**src/status_console_pkg.sv**
```systemverilog
package status_console_pkg;

   // --------------------
   // Widths with a meaning
   typedef logic [7:0]  char_t;
   typedef logic [9:0]  scr_addr_t;   // {row[4:0], col[4:0]}
   typedef logic [6:0]  rom_addr_t;
   typedef logic [3:0]  nibble_t;
   typedef logic [56:0] dna_t;
   typedef logic [7:0]  joy_t;        // up down left right b1 b2 b3 start

   typedef struct packed {
      logic      we;
      scr_addr_t addr;
      char_t     data;
   } scr_wr_t;

   // --------------------
   // Screen and control codes
   localparam int scr_cols = 32;
   localparam int scr_rows = 19;

   localparam char_t code_at  = 8'd22;   // followed by row, col
   localparam char_t code_end = 8'hff;

   // Joystick letters, up first
   localparam logic [63:0] joy_names = "UDLR123S";

   // --------------------
   // Message ROM offsets
   localparam rom_addr_t msg_vga    = 7'd0;
   localparam rom_addr_t msg_pal    = 7'd8;
   localparam rom_addr_t msg_ntsc   = 7'd16;
   localparam rom_addr_t msg_at_dna = 7'd24;
   localparam rom_addr_t msg_at_mem = 7'd28;
   localparam rom_addr_t msg_at_joy = 7'd32;
   localparam rom_addr_t msg_ok     = 7'd36;
   localparam rom_addr_t msg_error  = 7'd42;
   localparam rom_addr_t msg_wait   = 7'd48;

   typedef enum logic [3:0] {
      s_video, s_dna, s_dna_digit, s_mem, s_mem_status, s_joy, s_joy_bit,
      s_str_fetch, s_str_check, s_send, s_send_wait
   } seq_state_t;

   typedef enum logic [2:0] {
      tty_idle, tty_command, tty_at_row, tty_at_col, tty_put
   } tty_state_t;

endpackage

```
**src/message_rom.sv**
```systemverilog
module message_rom import status_console_pkg::*; (
   input  logic      clk,
   input  rom_addr_t rom_addr,
   output char_t     rom_data
);

   // Unlisted addresses read as code_end, which also terminates every string
   always_ff @(posedge clk) begin
      case (rom_addr)
         // --------------------
         // Video mode, row 3 col 10
         msg_vga:             rom_data <= code_at;
         msg_vga + 7'd1:      rom_data <= 8'd3;
         msg_vga + 7'd2:      rom_data <= 8'd10;
         msg_vga + 7'd3:      rom_data <= "V";
         msg_vga + 7'd4:      rom_data <= "G";
         msg_vga + 7'd5:      rom_data <= "A";
         msg_vga + 7'd6:      rom_data <= " ";

         msg_pal:             rom_data <= code_at;
         msg_pal + 7'd1:      rom_data <= 8'd3;
         msg_pal + 7'd2:      rom_data <= 8'd10;
         msg_pal + 7'd3:      rom_data <= "P";
         msg_pal + 7'd4:      rom_data <= "A";
         msg_pal + 7'd5:      rom_data <= "L";
         msg_pal + 7'd6:      rom_data <= " ";

         msg_ntsc:            rom_data <= code_at;
         msg_ntsc + 7'd1:     rom_data <= 8'd3;
         msg_ntsc + 7'd2:     rom_data <= 8'd10;
         msg_ntsc + 7'd3:     rom_data <= "N";
         msg_ntsc + 7'd4:     rom_data <= "T";
         msg_ntsc + 7'd5:     rom_data <= "S";
         msg_ntsc + 7'd6:     rom_data <= "C";

         // --------------------
         // Cursor positions only
         msg_at_dna:          rom_data <= code_at;
         msg_at_dna + 7'd1:   rom_data <= 8'd4;
         msg_at_dna + 7'd2:   rom_data <= 8'd10;

         msg_at_mem:          rom_data <= code_at;
         msg_at_mem + 7'd1:   rom_data <= 8'd6;
         msg_at_mem + 7'd2:   rom_data <= 8'd21;

         msg_at_joy:          rom_data <= code_at;
         msg_at_joy + 7'd1:   rom_data <= 8'd7;
         msg_at_joy + 7'd2:   rom_data <= 8'd21;

         // --------------------
         // Status words, five wide
         msg_ok:              rom_data <= "O";
         msg_ok + 7'd1:       rom_data <= "K";
         msg_ok + 7'd2:       rom_data <= " ";
         msg_ok + 7'd3:       rom_data <= " ";
         msg_ok + 7'd4:       rom_data <= " ";

         msg_error:           rom_data <= "E";
         msg_error + 7'd1:    rom_data <= "R";
         msg_error + 7'd2:    rom_data <= "R";
         msg_error + 7'd3:    rom_data <= "O";
         msg_error + 7'd4:    rom_data <= "R";

         msg_wait:            rom_data <= "w";
         msg_wait + 7'd1:     rom_data <= "a";
         msg_wait + 7'd2:     rom_data <= "i";
         msg_wait + 7'd3:     rom_data <= "t";
         msg_wait + 7'd4:     rom_data <= " ";

         default:             rom_data <= code_end;
      endcase
   end

endmodule

```
**src/status_sequencer.sv**
```systemverilog
module status_sequencer import status_console_pkg::*; (
   input  logic      clk,
   input  logic      rst,
   input  logic      vga,
   input  logic      ntsc,
   input  dna_t      dna,
   input  logic      mem_progress,
   input  logic      mem_ok,
   input  joy_t      joy,
   output rom_addr_t rom_addr,
   input  char_t     rom_data,
   output char_t     chr,
   output logic      chr_we,
   input  logic      busy
);

   seq_state_t  state;
   seq_state_t  ret_str;     // resume point after a ROM string
   seq_state_t  ret_chr;     // resume point after one character
   logic [3:0]  cnt;         // digit or joystick bit index
   logic [59:0] dna_sr;
   joy_t        joy_sr;

   function automatic char_t hex_char(input nibble_t n);
      if (n < 4'd10)
         return 8'h30 + {4'h0, n};
      else
         return 8'h37 + {4'h0, n};   // 'A' - 10
   endfunction

   always_ff @(posedge clk) begin
      if (rst) begin
         state    <= s_video;
         ret_str  <= s_video;
         ret_chr  <= s_video;
         cnt      <= 4'd0;
         rom_addr <= msg_vga;
         chr_we   <= 1'b0;
      end else begin
         case (state)
            // --------------------
            // Report lines
            s_video: begin
               if (vga)
                  rom_addr <= msg_vga;
               else if (!ntsc)
                  rom_addr <= msg_pal;
               else
                  rom_addr <= msg_ntsc;
               ret_str <= s_dna;
               state   <= s_str_fetch;
            end

            s_dna: begin
               rom_addr <= msg_at_dna;
               dna_sr   <= {3'b000, dna};
               cnt      <= 4'd0;
               ret_str  <= s_dna_digit;
               state    <= s_str_fetch;
            end

            s_dna_digit: begin
               if (cnt == 4'd15) begin
                  state <= s_mem;
               end else begin
                  chr     <= hex_char(dna_sr[59:56]);
                  dna_sr  <= {dna_sr[55:0], 4'h0};   // next digit up
                  cnt     <= cnt + 4'd1;
                  ret_chr <= s_dna_digit;
                  state   <= s_send;
               end
            end

            s_mem: begin
               rom_addr <= msg_at_mem;
               ret_str  <= s_mem_status;
               state    <= s_str_fetch;
            end

            s_mem_status: begin
               if (mem_progress)
                  rom_addr <= msg_wait;
               else if (mem_ok)
                  rom_addr <= msg_ok;
               else
                  rom_addr <= msg_error;
               ret_str <= s_joy;
               state   <= s_str_fetch;
            end

            s_joy: begin
               rom_addr <= msg_at_joy;
               joy_sr   <= joy;
               cnt      <= 4'd0;
               ret_str  <= s_joy_bit;
               state    <= s_str_fetch;
            end

            s_joy_bit: begin
               if (cnt == 4'd8) begin
                  state <= s_video;   // pass done, start over
               end else begin
                  chr     <= joy_sr[7] ? joy_names[8 * (7 - cnt[2:0]) +: 8] : 8'h20;
                  joy_sr  <= {joy_sr[6:0], 1'b0};
                  cnt     <= cnt + 4'd1;
                  ret_chr <= s_joy_bit;
                  state   <= s_send;
               end
            end

            // --------------------
            // String fetch, ROM data valid one cycle after the address
            s_str_fetch: begin
               rom_addr <= rom_addr + 7'd1;
               state    <= s_str_check;
            end

            s_str_check: begin
               if (rom_data == code_end) begin
                  state <= ret_str;
               end else begin
                  chr     <= rom_data;
                  ret_chr <= s_str_fetch;
                  state   <= s_send;
               end
            end

            // --------------------
            // Character handoff to the teletype
            s_send: begin
               if (!busy) begin
                  chr_we <= 1'b1;
                  state  <= s_send_wait;
               end
            end

            s_send_wait: begin
               chr_we <= 1'b0;   // busy not valid yet
               state  <= ret_chr;
            end

            default: state <= s_video;
         endcase
      end
   end

endmodule

```
**src/teletype.sv**
```systemverilog
module teletype import status_console_pkg::*; (
   input  logic    clk,
   input  logic    rst,
   input  char_t   chr,
   input  logic    chr_we,
   output logic    busy,
   output scr_wr_t scr_wr
);

   tty_state_t state;
   scr_addr_t  cursor;
   char_t      data;       // byte latched in idle
   logic [4:0] row;        // pending row of a position command

   always_ff @(posedge clk) begin
      if (rst) begin
         state     <= tty_idle;
         busy      <= 1'b0;
         cursor    <= '0;
         scr_wr.we <= 1'b0;
      end else begin
         case (state)
            tty_idle: begin
               if (chr_we) begin
                  data  <= chr;
                  busy  <= 1'b1;
                  state <= tty_command;
               end
            end

            tty_command: begin
               if (data == code_at) begin
                  busy  <= 1'b0;
                  state <= tty_at_row;
               end else begin
                  scr_wr.we   <= 1'b1;
                  scr_wr.addr <= cursor;
                  scr_wr.data <= data;
                  state       <= tty_put;
               end
            end

            // --------------------
            // Position bytes, taken as they come
            tty_at_row: begin
               if (chr_we) begin
                  row   <= chr[4:0];
                  state <= tty_at_col;
               end
            end

            tty_at_col: begin
               if (chr_we) begin
                  cursor <= {row, chr[4:0]};
                  state  <= tty_idle;
               end
            end

            tty_put: begin
               scr_wr.we <= 1'b0;
               busy      <= 1'b0;
               cursor    <= cursor + 10'd1;   // column carries into row
               state     <= tty_idle;
            end

            default: state <= tty_idle;
         endcase
      end
   end

endmodule

```
**src/status_console.sv**
```systemverilog
module status_console import status_console_pkg::*; (
   input  logic    clk,
   input  logic    rst,
   input  logic    vga,
   input  logic    ntsc,
   input  dna_t    dna,
   input  logic    mem_progress,
   input  logic    mem_ok,
   input  joy_t    joy,
   output scr_wr_t scr_wr
);

   rom_addr_t rom_addr;
   char_t     rom_data;
   char_t     chr;
   logic      chr_we;
   logic      busy;

   status_sequencer u_seq (
      .clk          (clk),
      .rst          (rst),
      .vga          (vga),
      .ntsc         (ntsc),
      .dna          (dna),
      .mem_progress (mem_progress),
      .mem_ok       (mem_ok),
      .joy          (joy),
      .rom_addr     (rom_addr),
      .rom_data     (rom_data),
      .chr          (chr),
      .chr_we       (chr_we),
      .busy         (busy)
   );

   message_rom u_rom (
      .clk      (clk),
      .rom_addr (rom_addr),
      .rom_data (rom_data)
   );

   teletype u_tty (
      .clk    (clk),
      .rst    (rst),
      .chr    (chr),
      .chr_we (chr_we),
      .busy   (busy),
      .scr_wr (scr_wr)
   );

endmodule

```
**config.mk**
```make
export PLATFORM = sky130hd
export DESIGN_NAME = status_console
export DESIGN_NICKNAME = d
export VERILOG_FILES = /design/src/status_console_pkg.sv /design/src/message_rom.sv /design/src/status_sequencer.sv /design/src/teletype.sv /design/src/status_console.sv
export SDC_FILE = /design/constraint.sdc
export NUM_CORES = 1
export LEC_CHECK = 0
export ABC_AREA = 1
export CAP_MARGIN = 40
export CORE_UTILIZATION = 58
export DETAILED_ROUTE_END_ITERATION = 16
export DONT_BUFFER_PORTS = 1
export PLACE_DENSITY = 0.86
export SKIP_CTS_REPAIR_TIMING = 1
export SLEW_MARGIN = 20
export SYNTH_ARGS = -nofsm -noshare
export SYNTH_HDL_FRONTEND = slang
export SYNTH_HIERARCHICAL = 1
export SYNTH_SLANG_ARGS = --single-unit
export TNS_END_PERCENT = 20
```
**constraint.sdc**
```tcl
create_clock -name clk -period 5.8 [get_ports clk]
set_input_delay 0.58 -clock clk [delete_from_list [all_inputs] [get_ports clk]]
set_output_delay 0.58 -clock clk [all_outputs]
set_load 0.01 [all_outputs]
```
Yosys cells after proc, flatten, opt, wreduce, memory -nomap -nowiden
Memories as Yosys holds them, arrays and structs flattened. A register that Yosys moved wholly into a read port is not among the register bits.
Cells that the tools add are included.
- add/sub/neg operators: 6
- order comparisons: 1
- eq/ne operators: 27
- shifts and indexed selects: 1
- muxes and demuxes: 42
- bitwise gates (word level): 2
- reductions and logical operators: 27
- operator list (kind ; number):
    case mux 60 bit (2 select lines) ; 1
    variable part select 64 x 33 -> 8 bit (first input constant) ; 1
    two-way mux 60 bit ; 1
    two-way mux 8 bit ; 6
    case mux 7 bit (6 select lines) ; 1
    two-way mux 4 bit ; 10
    case mux 4 bit (7 select lines) ; 1
    case mux 4 bit (3 select lines) ; 2
    case mux 8 bit (3 select lines) ; 1
    AND reduction 3 bit ; 8
    equality test 4 bit (second input constant) ; 5
    case mux 10 bit (2 select lines) ; 1
    case mux 4 bit (5 select lines) ; 1
    two-way mux 19 bit ; 1
    equality test 4 x 3 -> 1 bit (second input constant) ; 4
    != test 2 bit (second input constant) ; 8
    case mux 8 bit (2 select lines) ; 1
    adder 6 x 4 -> 7 bit (first input constant) ; 2
    two-way mux 7 bit ; 2
    two-way mux 3 bit ; 4
    case mux 3 bit (4 select lines) ; 1
    adder 10 x 1 -> 10 bit (second input constant) ; 1
    two-way mux 10 bit ; 1
    nonzero test 2 bit ; 5
    27 further kinds ; 37
- flip-flop bits (word level): 146
- memory bits (read-only): 512
- bits of input ports: 71
- output and inout bits: 19
- word-level logic and storage cells: 124
- memories kept: 1
- memory list (name ; depth ; bits a word ; read ports ; clocked after memory_dff ; write ports ; RTL line ; RTL):
    (no name shown) ; 64 ; 8 ; 1 ; 1 ; 0 ; message_rom.sv:9 ; case (rom_addr)

Logic depth before layout (Yosys ltp)
Gate-level depths: netlist of run 1.
- depth after elaboration: 5
- gate-level depth with buffers: 10
- mapped depth without buffers: 10

By module
The synthesis of run 1 kept the hierarchy.
- modules (own cells, without submodules) (module ; times used ; cells an instance ; area each (sq um) ; seq. area each (sq um)):
    status_sequencer ; 1 ; 542 ; 4655.7 ; 2722.6
    teletype ; 1 ; 176 ; 1891.8 ; 1231.2
    message_rom ; 1 ; 172 ; 1001.0 ; 160.2

Worst setup path after synthesis of run 1
No wires, ideal clock.
- kind: input port to flip-flop
- start point: input port rst
- end point: register u_seq.dna_sr[0], enable pin
- setup time: 552 ps
- arrival time: 4894 ps
- data required time: 5248 ps
- slack: 354 ps
- stages: 2
- path buffers: 1
- path through: buf_1 nor3_1
- cells in the longest elaborated chain, start to end: 2
- RTL lines (element ; RTL line ; RTL):
    start, declared ; status_console.sv:3 ; input logic rst,
    NOT 1 bit (no source line) ; -- ;
    AND reduction 3 bit (no source line) ; -- ;
    end signal, assigned ; status_sequencer.sv:56 ; dna_sr <= {3'b000, dna};
    end signal, assigned ; status_sequencer.sv:67 ; dna_sr <= {dna_sr[55:0], 4'h0};
    end, declared ; status_sequencer.sv:21 ; logic [59:0] dna_sr;
Every way passes these cells.
A chain may end at the register's enable or synchronous reset.

Final worst setup path of run 1
- start point: register u_seq.state[1]
- end point: register u_seq.chr[2], enable pin
- cells in the longest elaborated chain, start to end: 3
- elaborated cells on any way between the ends: 8
- classes of those cells: 6 x eq/ne; 2 x reduce/logical
- RTL lines (element ; RTL line ; RTL):
    start, declared ; status_sequencer.sv:17 ; seq_state_t state;
    start signal, assigned ; status_sequencer.sv:33 ; state <= s_video;
    start signal, assigned ; status_sequencer.sv:51 ; state <= s_str_fetch;
    start signal, assigned ; status_sequencer.sv:59 ; state <= s_str_fetch;
    equality test 4 bit, or another cell as far along ; status_sequencer.sv:40 ; case (state)
    != test 2 bit (no source line) or nonzero test 3 bit (tied branches) ; -- ;
    AND reduction 5 bit (no source line) * ; -- ;
    end signal, assigned ; status_sequencer.sv:66 ; chr <= hex_char(dna_sr[59:56]);
    end signal, assigned ; status_sequencer.sv:103 ; chr <= joy_sr[7] ? joy_names[8 * (7 - cnt[2:0]) +: 8] : 8'h20;
    end signal, assigned ; status_sequencer.sv:122 ; chr <= rom_data;
    end, declared ; status_sequencer.sv:12 ; output char_t chr,
Every way passes the cells marked *; elsewhere a longest branch is shown, timed or not.

==> flow_summary.yaml, run 1 <==
power_and_ir_drop:
  vdd_drop_max_v: 0.000295
  power.leakage_uw: 0.00347
  pwr-share-seq_pct: 44.2
  internal_power_uw: 2340
  net-switching-power_uw: 1310
  clockPowerShare_pct: 28.4
  power_density_nw_per_um2: 444
  power_uw: 3640
  comb_power_share_pct: 27.4
  swShare_pct: 35.9
timing:
  worstMarginPinSlew_ns: 0.769
  fin_skew_ns: 0.0119
  drv_slew: 0
  period_share_pct: 41.6
  rsz0062_at_grt: "no"
  final-setup-viol-count: 0
  hold_viol: 0
  min_period_ns: 2.41
  relSlewSlack_pct: 48.6
  final.setup.tns_ns: 0
  fin_ws_ns: 3.39
  fmax_mhz: 415
critical_path:
  r2r_start: "u_seq/state[1]$_SDFFE_PP0P_"
  reg2reg_slack_ns: 3.39
  required_ns: 5.92
  cp_num_buf_inv: 4
  cp.arrival_ns: 2.53
  startpoint_type: "flop"
  crit_slowest_cell: "buf_4"
  r2r_end: "u_seq/chr[2]$_DFFE_PP_"
  critPathMaxStageDelay_ns: 0.49
  worstPathCellList: "inv_1 > nor2_4 > nand2_2 > buf_4 > inv_2 > nand2_1 > nand2_1 > nor3_1 > buf_2"
  cp_common_cell: "nand2_1"
  crit_fanout: 61
  reg2regPathDepth: 9
  cp-end-kind: "flop"
  worst_path_dominant_cell_family: "buffers and inverters"
  crit_type: "reg2reg"
synth:
  postSynth.asyncResetShare_pct: 0
  netlist.area_leader.share_pct: 42.6
  yosys.area.top_type: "edfxtp_1"
  syn_nets: 979
  synth_seq_cells: 152
  syn_area_um2: 7550
  synthFlopType: "edfxtp_1"
  synth_edf_count: 107
  yosysSeqAreaShare_pct: 54.5
  ys.warnings.count: 6
  synth_area_leaders: "edfxtp_1 43%, nand2_1 18%, dfxtp_1 12%"
  synthCells: 890
  syn-mean-instance-area_um2: 8.48
  synth_cell_types: 45
cells_and_area:
  multi_input_area_um2: 2930
  final_cell_mix: "369 x nand2_1, 107 x edfxtp_1, 66 x inv_1"
  n_antenna_cell: 0
  drive_above_1_share_pct: 8.86
  syn_to_final_growth_pct: 8.70
  layout.cells.non_filler: 1075
  layout_commonest_cell: "nand2_1"
  ff_latch_area_um2: 4110
  fin_nets: 979
  fillers: 958
  stdcell_area_um2: 8210
detailed_routing:
  first_iter_violations: 594
  vias_per_cell: 5.43
  avgRoutedWirePerCell_um: 14.0
  antenna_left: 0
  drtPass1Iterations: 5
  drc: 0
  num_vias: 5833
  routed_wl_um: 15000
cts:
  cts-root-buf: "clkbuf_16"
  cts-buffers-inserted: 17
  clk_latency_ns: 0.42
  clk_path_buf_depth: 2
  h-tree-depth: 4
  cts.sinks: 152
  tritoncts: "yes"
  clkTransAtPathRegs_ns: 0.06
min_path:
  min_to: "u_tty/cursor[9]$_SDFFE_PP0P_"
  hp-class: "in2reg"
  whs_path_depth: 1
  hp-start: "rst"
placed_design:
  dpl_worst_slack_ns: 3.45
  dp.cells: 1041
  gp_congestion: 0.908
  dpl_cell_area_um2: 7620
  dp_hpwl_um: 10100
  port-buffer-count: 0
floorplan:
  core_um2: 12700
  start_util_pct: 59.6
  die_area_um2: 13500
  die-height_um: 116
  die_x_um: 116
  boundaryPins: 90
  fp-row-count: 41
grt:
  overflow: 0
  grt_pass1_vias: 5325
  grt_max_degree: 62
  antenna_found_initial: 0
  grt_pass1_wl_um: 24400
  grt_usage_pct: 23.4
run_status:
  status: "finished clean"
run:
  cap_violations: 0
==> area by class of cell <==
class | instances | area share [%]
Clock inverter | 15 | 1.63
Clock buffer | 17 | 5.18
Tap cell | 172 | 2.62
Timing Repair Buffer | 9 | 1.01
Sequential cell | 152 | 50.1
Inverter | 78 | 3.66
Multi-Input combinational cell | 632 | 35.8
==> cells by family after synthesis <==
family	synth area share, %
DFF	54.5
adders and majority gates	2.98
AOI/OAI and AO/OA	6.22
and+or+nand+nor	29.4
xor gates and xnor gates	0.232
buffers and inverters	6.70
==> Yosys cell counts (all sizes together), types with 2 or more instances <==
cell type,instances
a21oi,37
inv,78
nand3,59
o211ai,5
buf,25
o221ai,2
nand3b,2
o21ai,25
nand2,375
nor3,10
clkbuf,3
or2,2
nor2,74
a31oi,5
a211oi,2
edfxtp,107
ha,18
nand4,8
dfxtp,45
==> routing by layer <==
metal,wire length [um],up-vias,GRT usage (%)
met2,7540,222,39.5
met4,293,0,10.0
li1,-,2902,-
met3,920,26,6.64
met1,6280,2683,28.0
met5,0,-,0
==> through the flow <==
stage / util (%) / hold WS (ns)
final: 64.8 / 0.216
after global placement: 59.9 / 0.429
after global routing: 64.8 / 0.194
after CTS: 64.6 / 0.205
after detailed placement: 60.2 / 0.428
after floorplan: - / 0.400
==> worst max-delay path by stage <==
stage	from	end	slack, ns	depth (start not counted)
after detailed placement	u_seq/state[1]$_SDFFE_PP0P_	u_seq/chr[2]$_DFFE_PP_	3.45	9
final	u_seq/state[1]$_SDFFE_PP0P_	u_seq/chr[2]$_DFFE_PP_	3.39	9
after CTS	u_seq/state[1]$_SDFFE_PP0P_	u_seq/chr[2]$_DFFE_PP_	3.41	9
after global routing	u_seq/state[1]$_SDFFE_PP0P_	u_seq/chr[2]$_DFFE_PP_	3.14	9
after global placement	u_seq/state[1]$_SDFFE_PP0P_	u_seq/chr[0]$_DFFE_PP_	2.79	8
after floorplan	rst	u_seq/dna_sr[0]$_SDFFCE_PP0P_	0.35	2
==> sequential cells by signal (all words and copies together) (netlist names), 4 cells and up <==
name	flops
u_rom/rom_data	8
u_seq/chr	8
u_seq/cnt	4
u_seq/dna_sr	60
u_seq/joy_sr	8
u_seq/rom_addr	7
u_seq/state	4
u_tty/cursor	10
u_tty/data	8
u_tty/row	5
u_tty/scr_wr	19
==> power groups by stage <==
stage | clock network, uW | registers (uW) | logic [uW]
finish | 1040 | 1610 | 998
global route | 1090 | 1640 | 1130
CTS | 1050 | 1620 | 967
detailed placement | 0 | 1640 | 960
global placement | 0 | 1630 | 929
floorplan | 0 | 1590 | 839
Power figures use the tool's default switching activity.
==> run 2, diff against run 1 <==
--- a/config.mk
+++ b/config.mk
@@ -7,10 +7,10 @@
 export LEC_CHECK = 0
 export ABC_AREA = 1
 export CAP_MARGIN = 40
-export CORE_UTILIZATION = 58
+export CORE_UTILIZATION = 64
 export DETAILED_ROUTE_END_ITERATION = 16
 export DONT_BUFFER_PORTS = 1
-export PLACE_DENSITY = 0.86
+export PLACE_DENSITY = 0.9
 export SKIP_CTS_REPAIR_TIMING = 1
 export SLEW_MARGIN = 20
 export SYNTH_ARGS = -nofsm -noshare
==> constraint.sdc (replaced) <==
create_clock -name clk -period 2.5 [get_ports clk]
set_input_delay 0.25 -clock clk [delete_from_list [all_inputs] [get_ports clk]]
set_output_delay 0.25 -clock clk [all_outputs]
set_load 0.01 [all_outputs]
==> flow_summary.yaml, run 2 (synthesized netlist as in run 1, its figures left out) <==
cts:
  tritoncts: "yes"
  cts.sinks: 152
  cts-buffers-inserted: 17
  clkTransAtPathRegs_ns: 0.07
  h-tree-depth: 4
  cts-root-buf: "clkbuf_16"
  clk_path_buf_depth: 2
  clk_latency_ns: 0.43
detailed_routing:
  vias_per_cell: 5.68
  first_iter_violations: 768
  wl_met3_um: 1120
  routed_wl_um: 15800
  top_layer_used: "met4"
  drtPass1Iterations: 6
  antenna_left: 0
  dr_wl_met2_um: 7990
  drc: 0
  avgRoutedWirePerCell_um: 15.1
  wl_met1_um: 6410
  num_vias: 5976
timing:
  final-setup-viol-count: 0
  hold_viol: 0
  rsz0062_at_grt: "no"
  period_share_pct: 78.6
  worstMarginPinSlew_ns: 0.718
  relSlewSlack_pct: 51.8
  min_period_ns: 1.96
  fmax_mhz: 509
  fin_skew_ns: 0.00987
  hold_ws_ns: 0.00824
  drv_slew: 0
min_path:
  hp-class: "in2reg"
  whs_path_depth: 2
  hp-start: "dna[33]"
  min_to: "u_seq/dna_sr[33]$_DFFE_PP_"
critical_path:
  worstPathCellList: "nor2_2 > nand2_2 > nor2_2 > nor3_4 > buf_4"
  startpoint_type: "flop"
  r2r_start: "u_seq/state[3]$_SDFFE_PP0P_"
  critPathMaxStageDelay_ns: 0.48
  r2r_end: "u_seq/dna_sr[59]$_SDFFCE_PN0P_"
  cp-end-kind: "flop"
  reg2reg_slack_ns: 0.54
  crit_fanout: 42
  crit_type: "reg2reg"
  critPathLaunch: "u_seq/state[3]$_SDFFE_PP0P_"
  required_ns: 2.56
  crit_slowest_cell: "buf_4"
  reg2regPathDepth: 5
  cp_common_cell: "nor2_2"
  cp.arrival_ns: 2.02
floorplan:
  die_x_um: 111
  die_area_um2: 12200
  core_um2: 11500
  boundaryPins: 90
  start_util_pct: 65.8
  fp-row-count: 39
  die-height_um: 111
cells_and_area:
  top_regs: "u_seq/dna_sr: 60 flops, u_tty/scr_wr: 19 flops, u_tty/cursor: 10 flops"
  multi_input_area_um2: 2970
  regMostFlops: "u_seq/dna_sr"
  fillers: 783
  final_cell_mix: "369 x nand2_1, 107 x edfxtp_1, 65 x inv_1"
  syn_to_final_growth_pct: 9.30
  layout_commonest_cell: "nand2_1"
  fin_nets: 985
  layout.cells.non_filler: 1052
  largest_register_ffs: 60
  drive_above_1_share_pct: 10.3
  n_antenna_cell: 0
  ff_latch_area_um2: 4120
grt:
  grt_pass1_vias: 5464
  grt_max_degree: 58
  grt_usage_pct: 26.2
  grt_pass1_wl_um: 25300
  antenna_found_initial: 0
  overflow: 0
placed_design:
  gp_congestion: 0.939
  port-buffer-count: 0
  dp.cells: 1018
  dp_hpwl_um: 10400
power_and_ir_drop:
  vdd_drop_max_v: 0.00109
  power_density_nw_per_um2: 1030
  power.leakage_uw: 0.00348
run_status:
  status: "finished clean"
run:
  cap_violations: 0
-- run 2: changes by cell type in the layout (fill, tap and decap cells not counted), sizes merged --
cell         change
buf              +5
inv              -4
clkinv           +2
clkinvlp         +2
dlygate4sd3      +1
-- run 2: metrics by stage --
stage               setup WS (ns)  setup TNS (ns)  cell area, um^2  power (uW)  util [%]
floorplan                 -0.0143          -0.859             7600        5660         -
global placement            0.619               0             7670        6070      66.9
detailed placement          0.585               0             7670        6140      66.9
CTS                         0.548               0             8220        8520      71.7
global route                0.383               0             8250        9020      71.9
finish                      0.535               0             8250        8540      71.9
-- run 2: routing by layer --
metal	vias up	GRT usage, %
li1	2916	-
met3	37	6.26
met4	0	11.1
met5	-	0
met2	283	44.3
met1	2740	32.0
-- run 2: layout make-up --
class                   count  area share, %
clock buffers              17           5.16
clock inverters            15           1.46
inverters                  78           3.67
multi-input cells         632           36.0
flip-flops and latches    152           50.0
well taps                 143           2.17
repair buffers             15           1.55
-- run 2: worst max path at each step --
| stage | end | cells past startpoint |
|---|---|---|
| 6_report | u_seq/dna_sr[59]$_SDFFCE_PN0P_ | 5 |
| 5_1_grt | u_seq/cnt[3]$_SDFFE_PP0P_ | 7 |
| 4_1_cts | u_seq/dna_sr[48]$_DFFE_PP_ | 5 |
| 3_5_place_dp | u_seq/dna_sr[46]$_DFFE_PP_ | 5 |
| 3_3_place_gp | u_rom/rom_data[4]$_SDFF_PP1_ | 7 |
| 2_1_floorplan | u_seq/dna_sr[0]$_SDFFCE_PP0P_ | 4 |
-- run 2: critical path: cells and delay by family (launching register included) --
kind | cells | cell delay (ns)
buf+inv | 1 | 0.48
flops | 1 | 0.40
simple gates | 4 | 0.71
-- run 2: report_power, final --
group / total [uW] / internal [uW] / switching, uW / leakage (uW)
Combinational: 2450 / 740 / 1710 / 0.00188
Sequential: 3730 / 3410 / 319 / 0.00135
Clock: 2360 / 1290 / 1070 / 0.000256
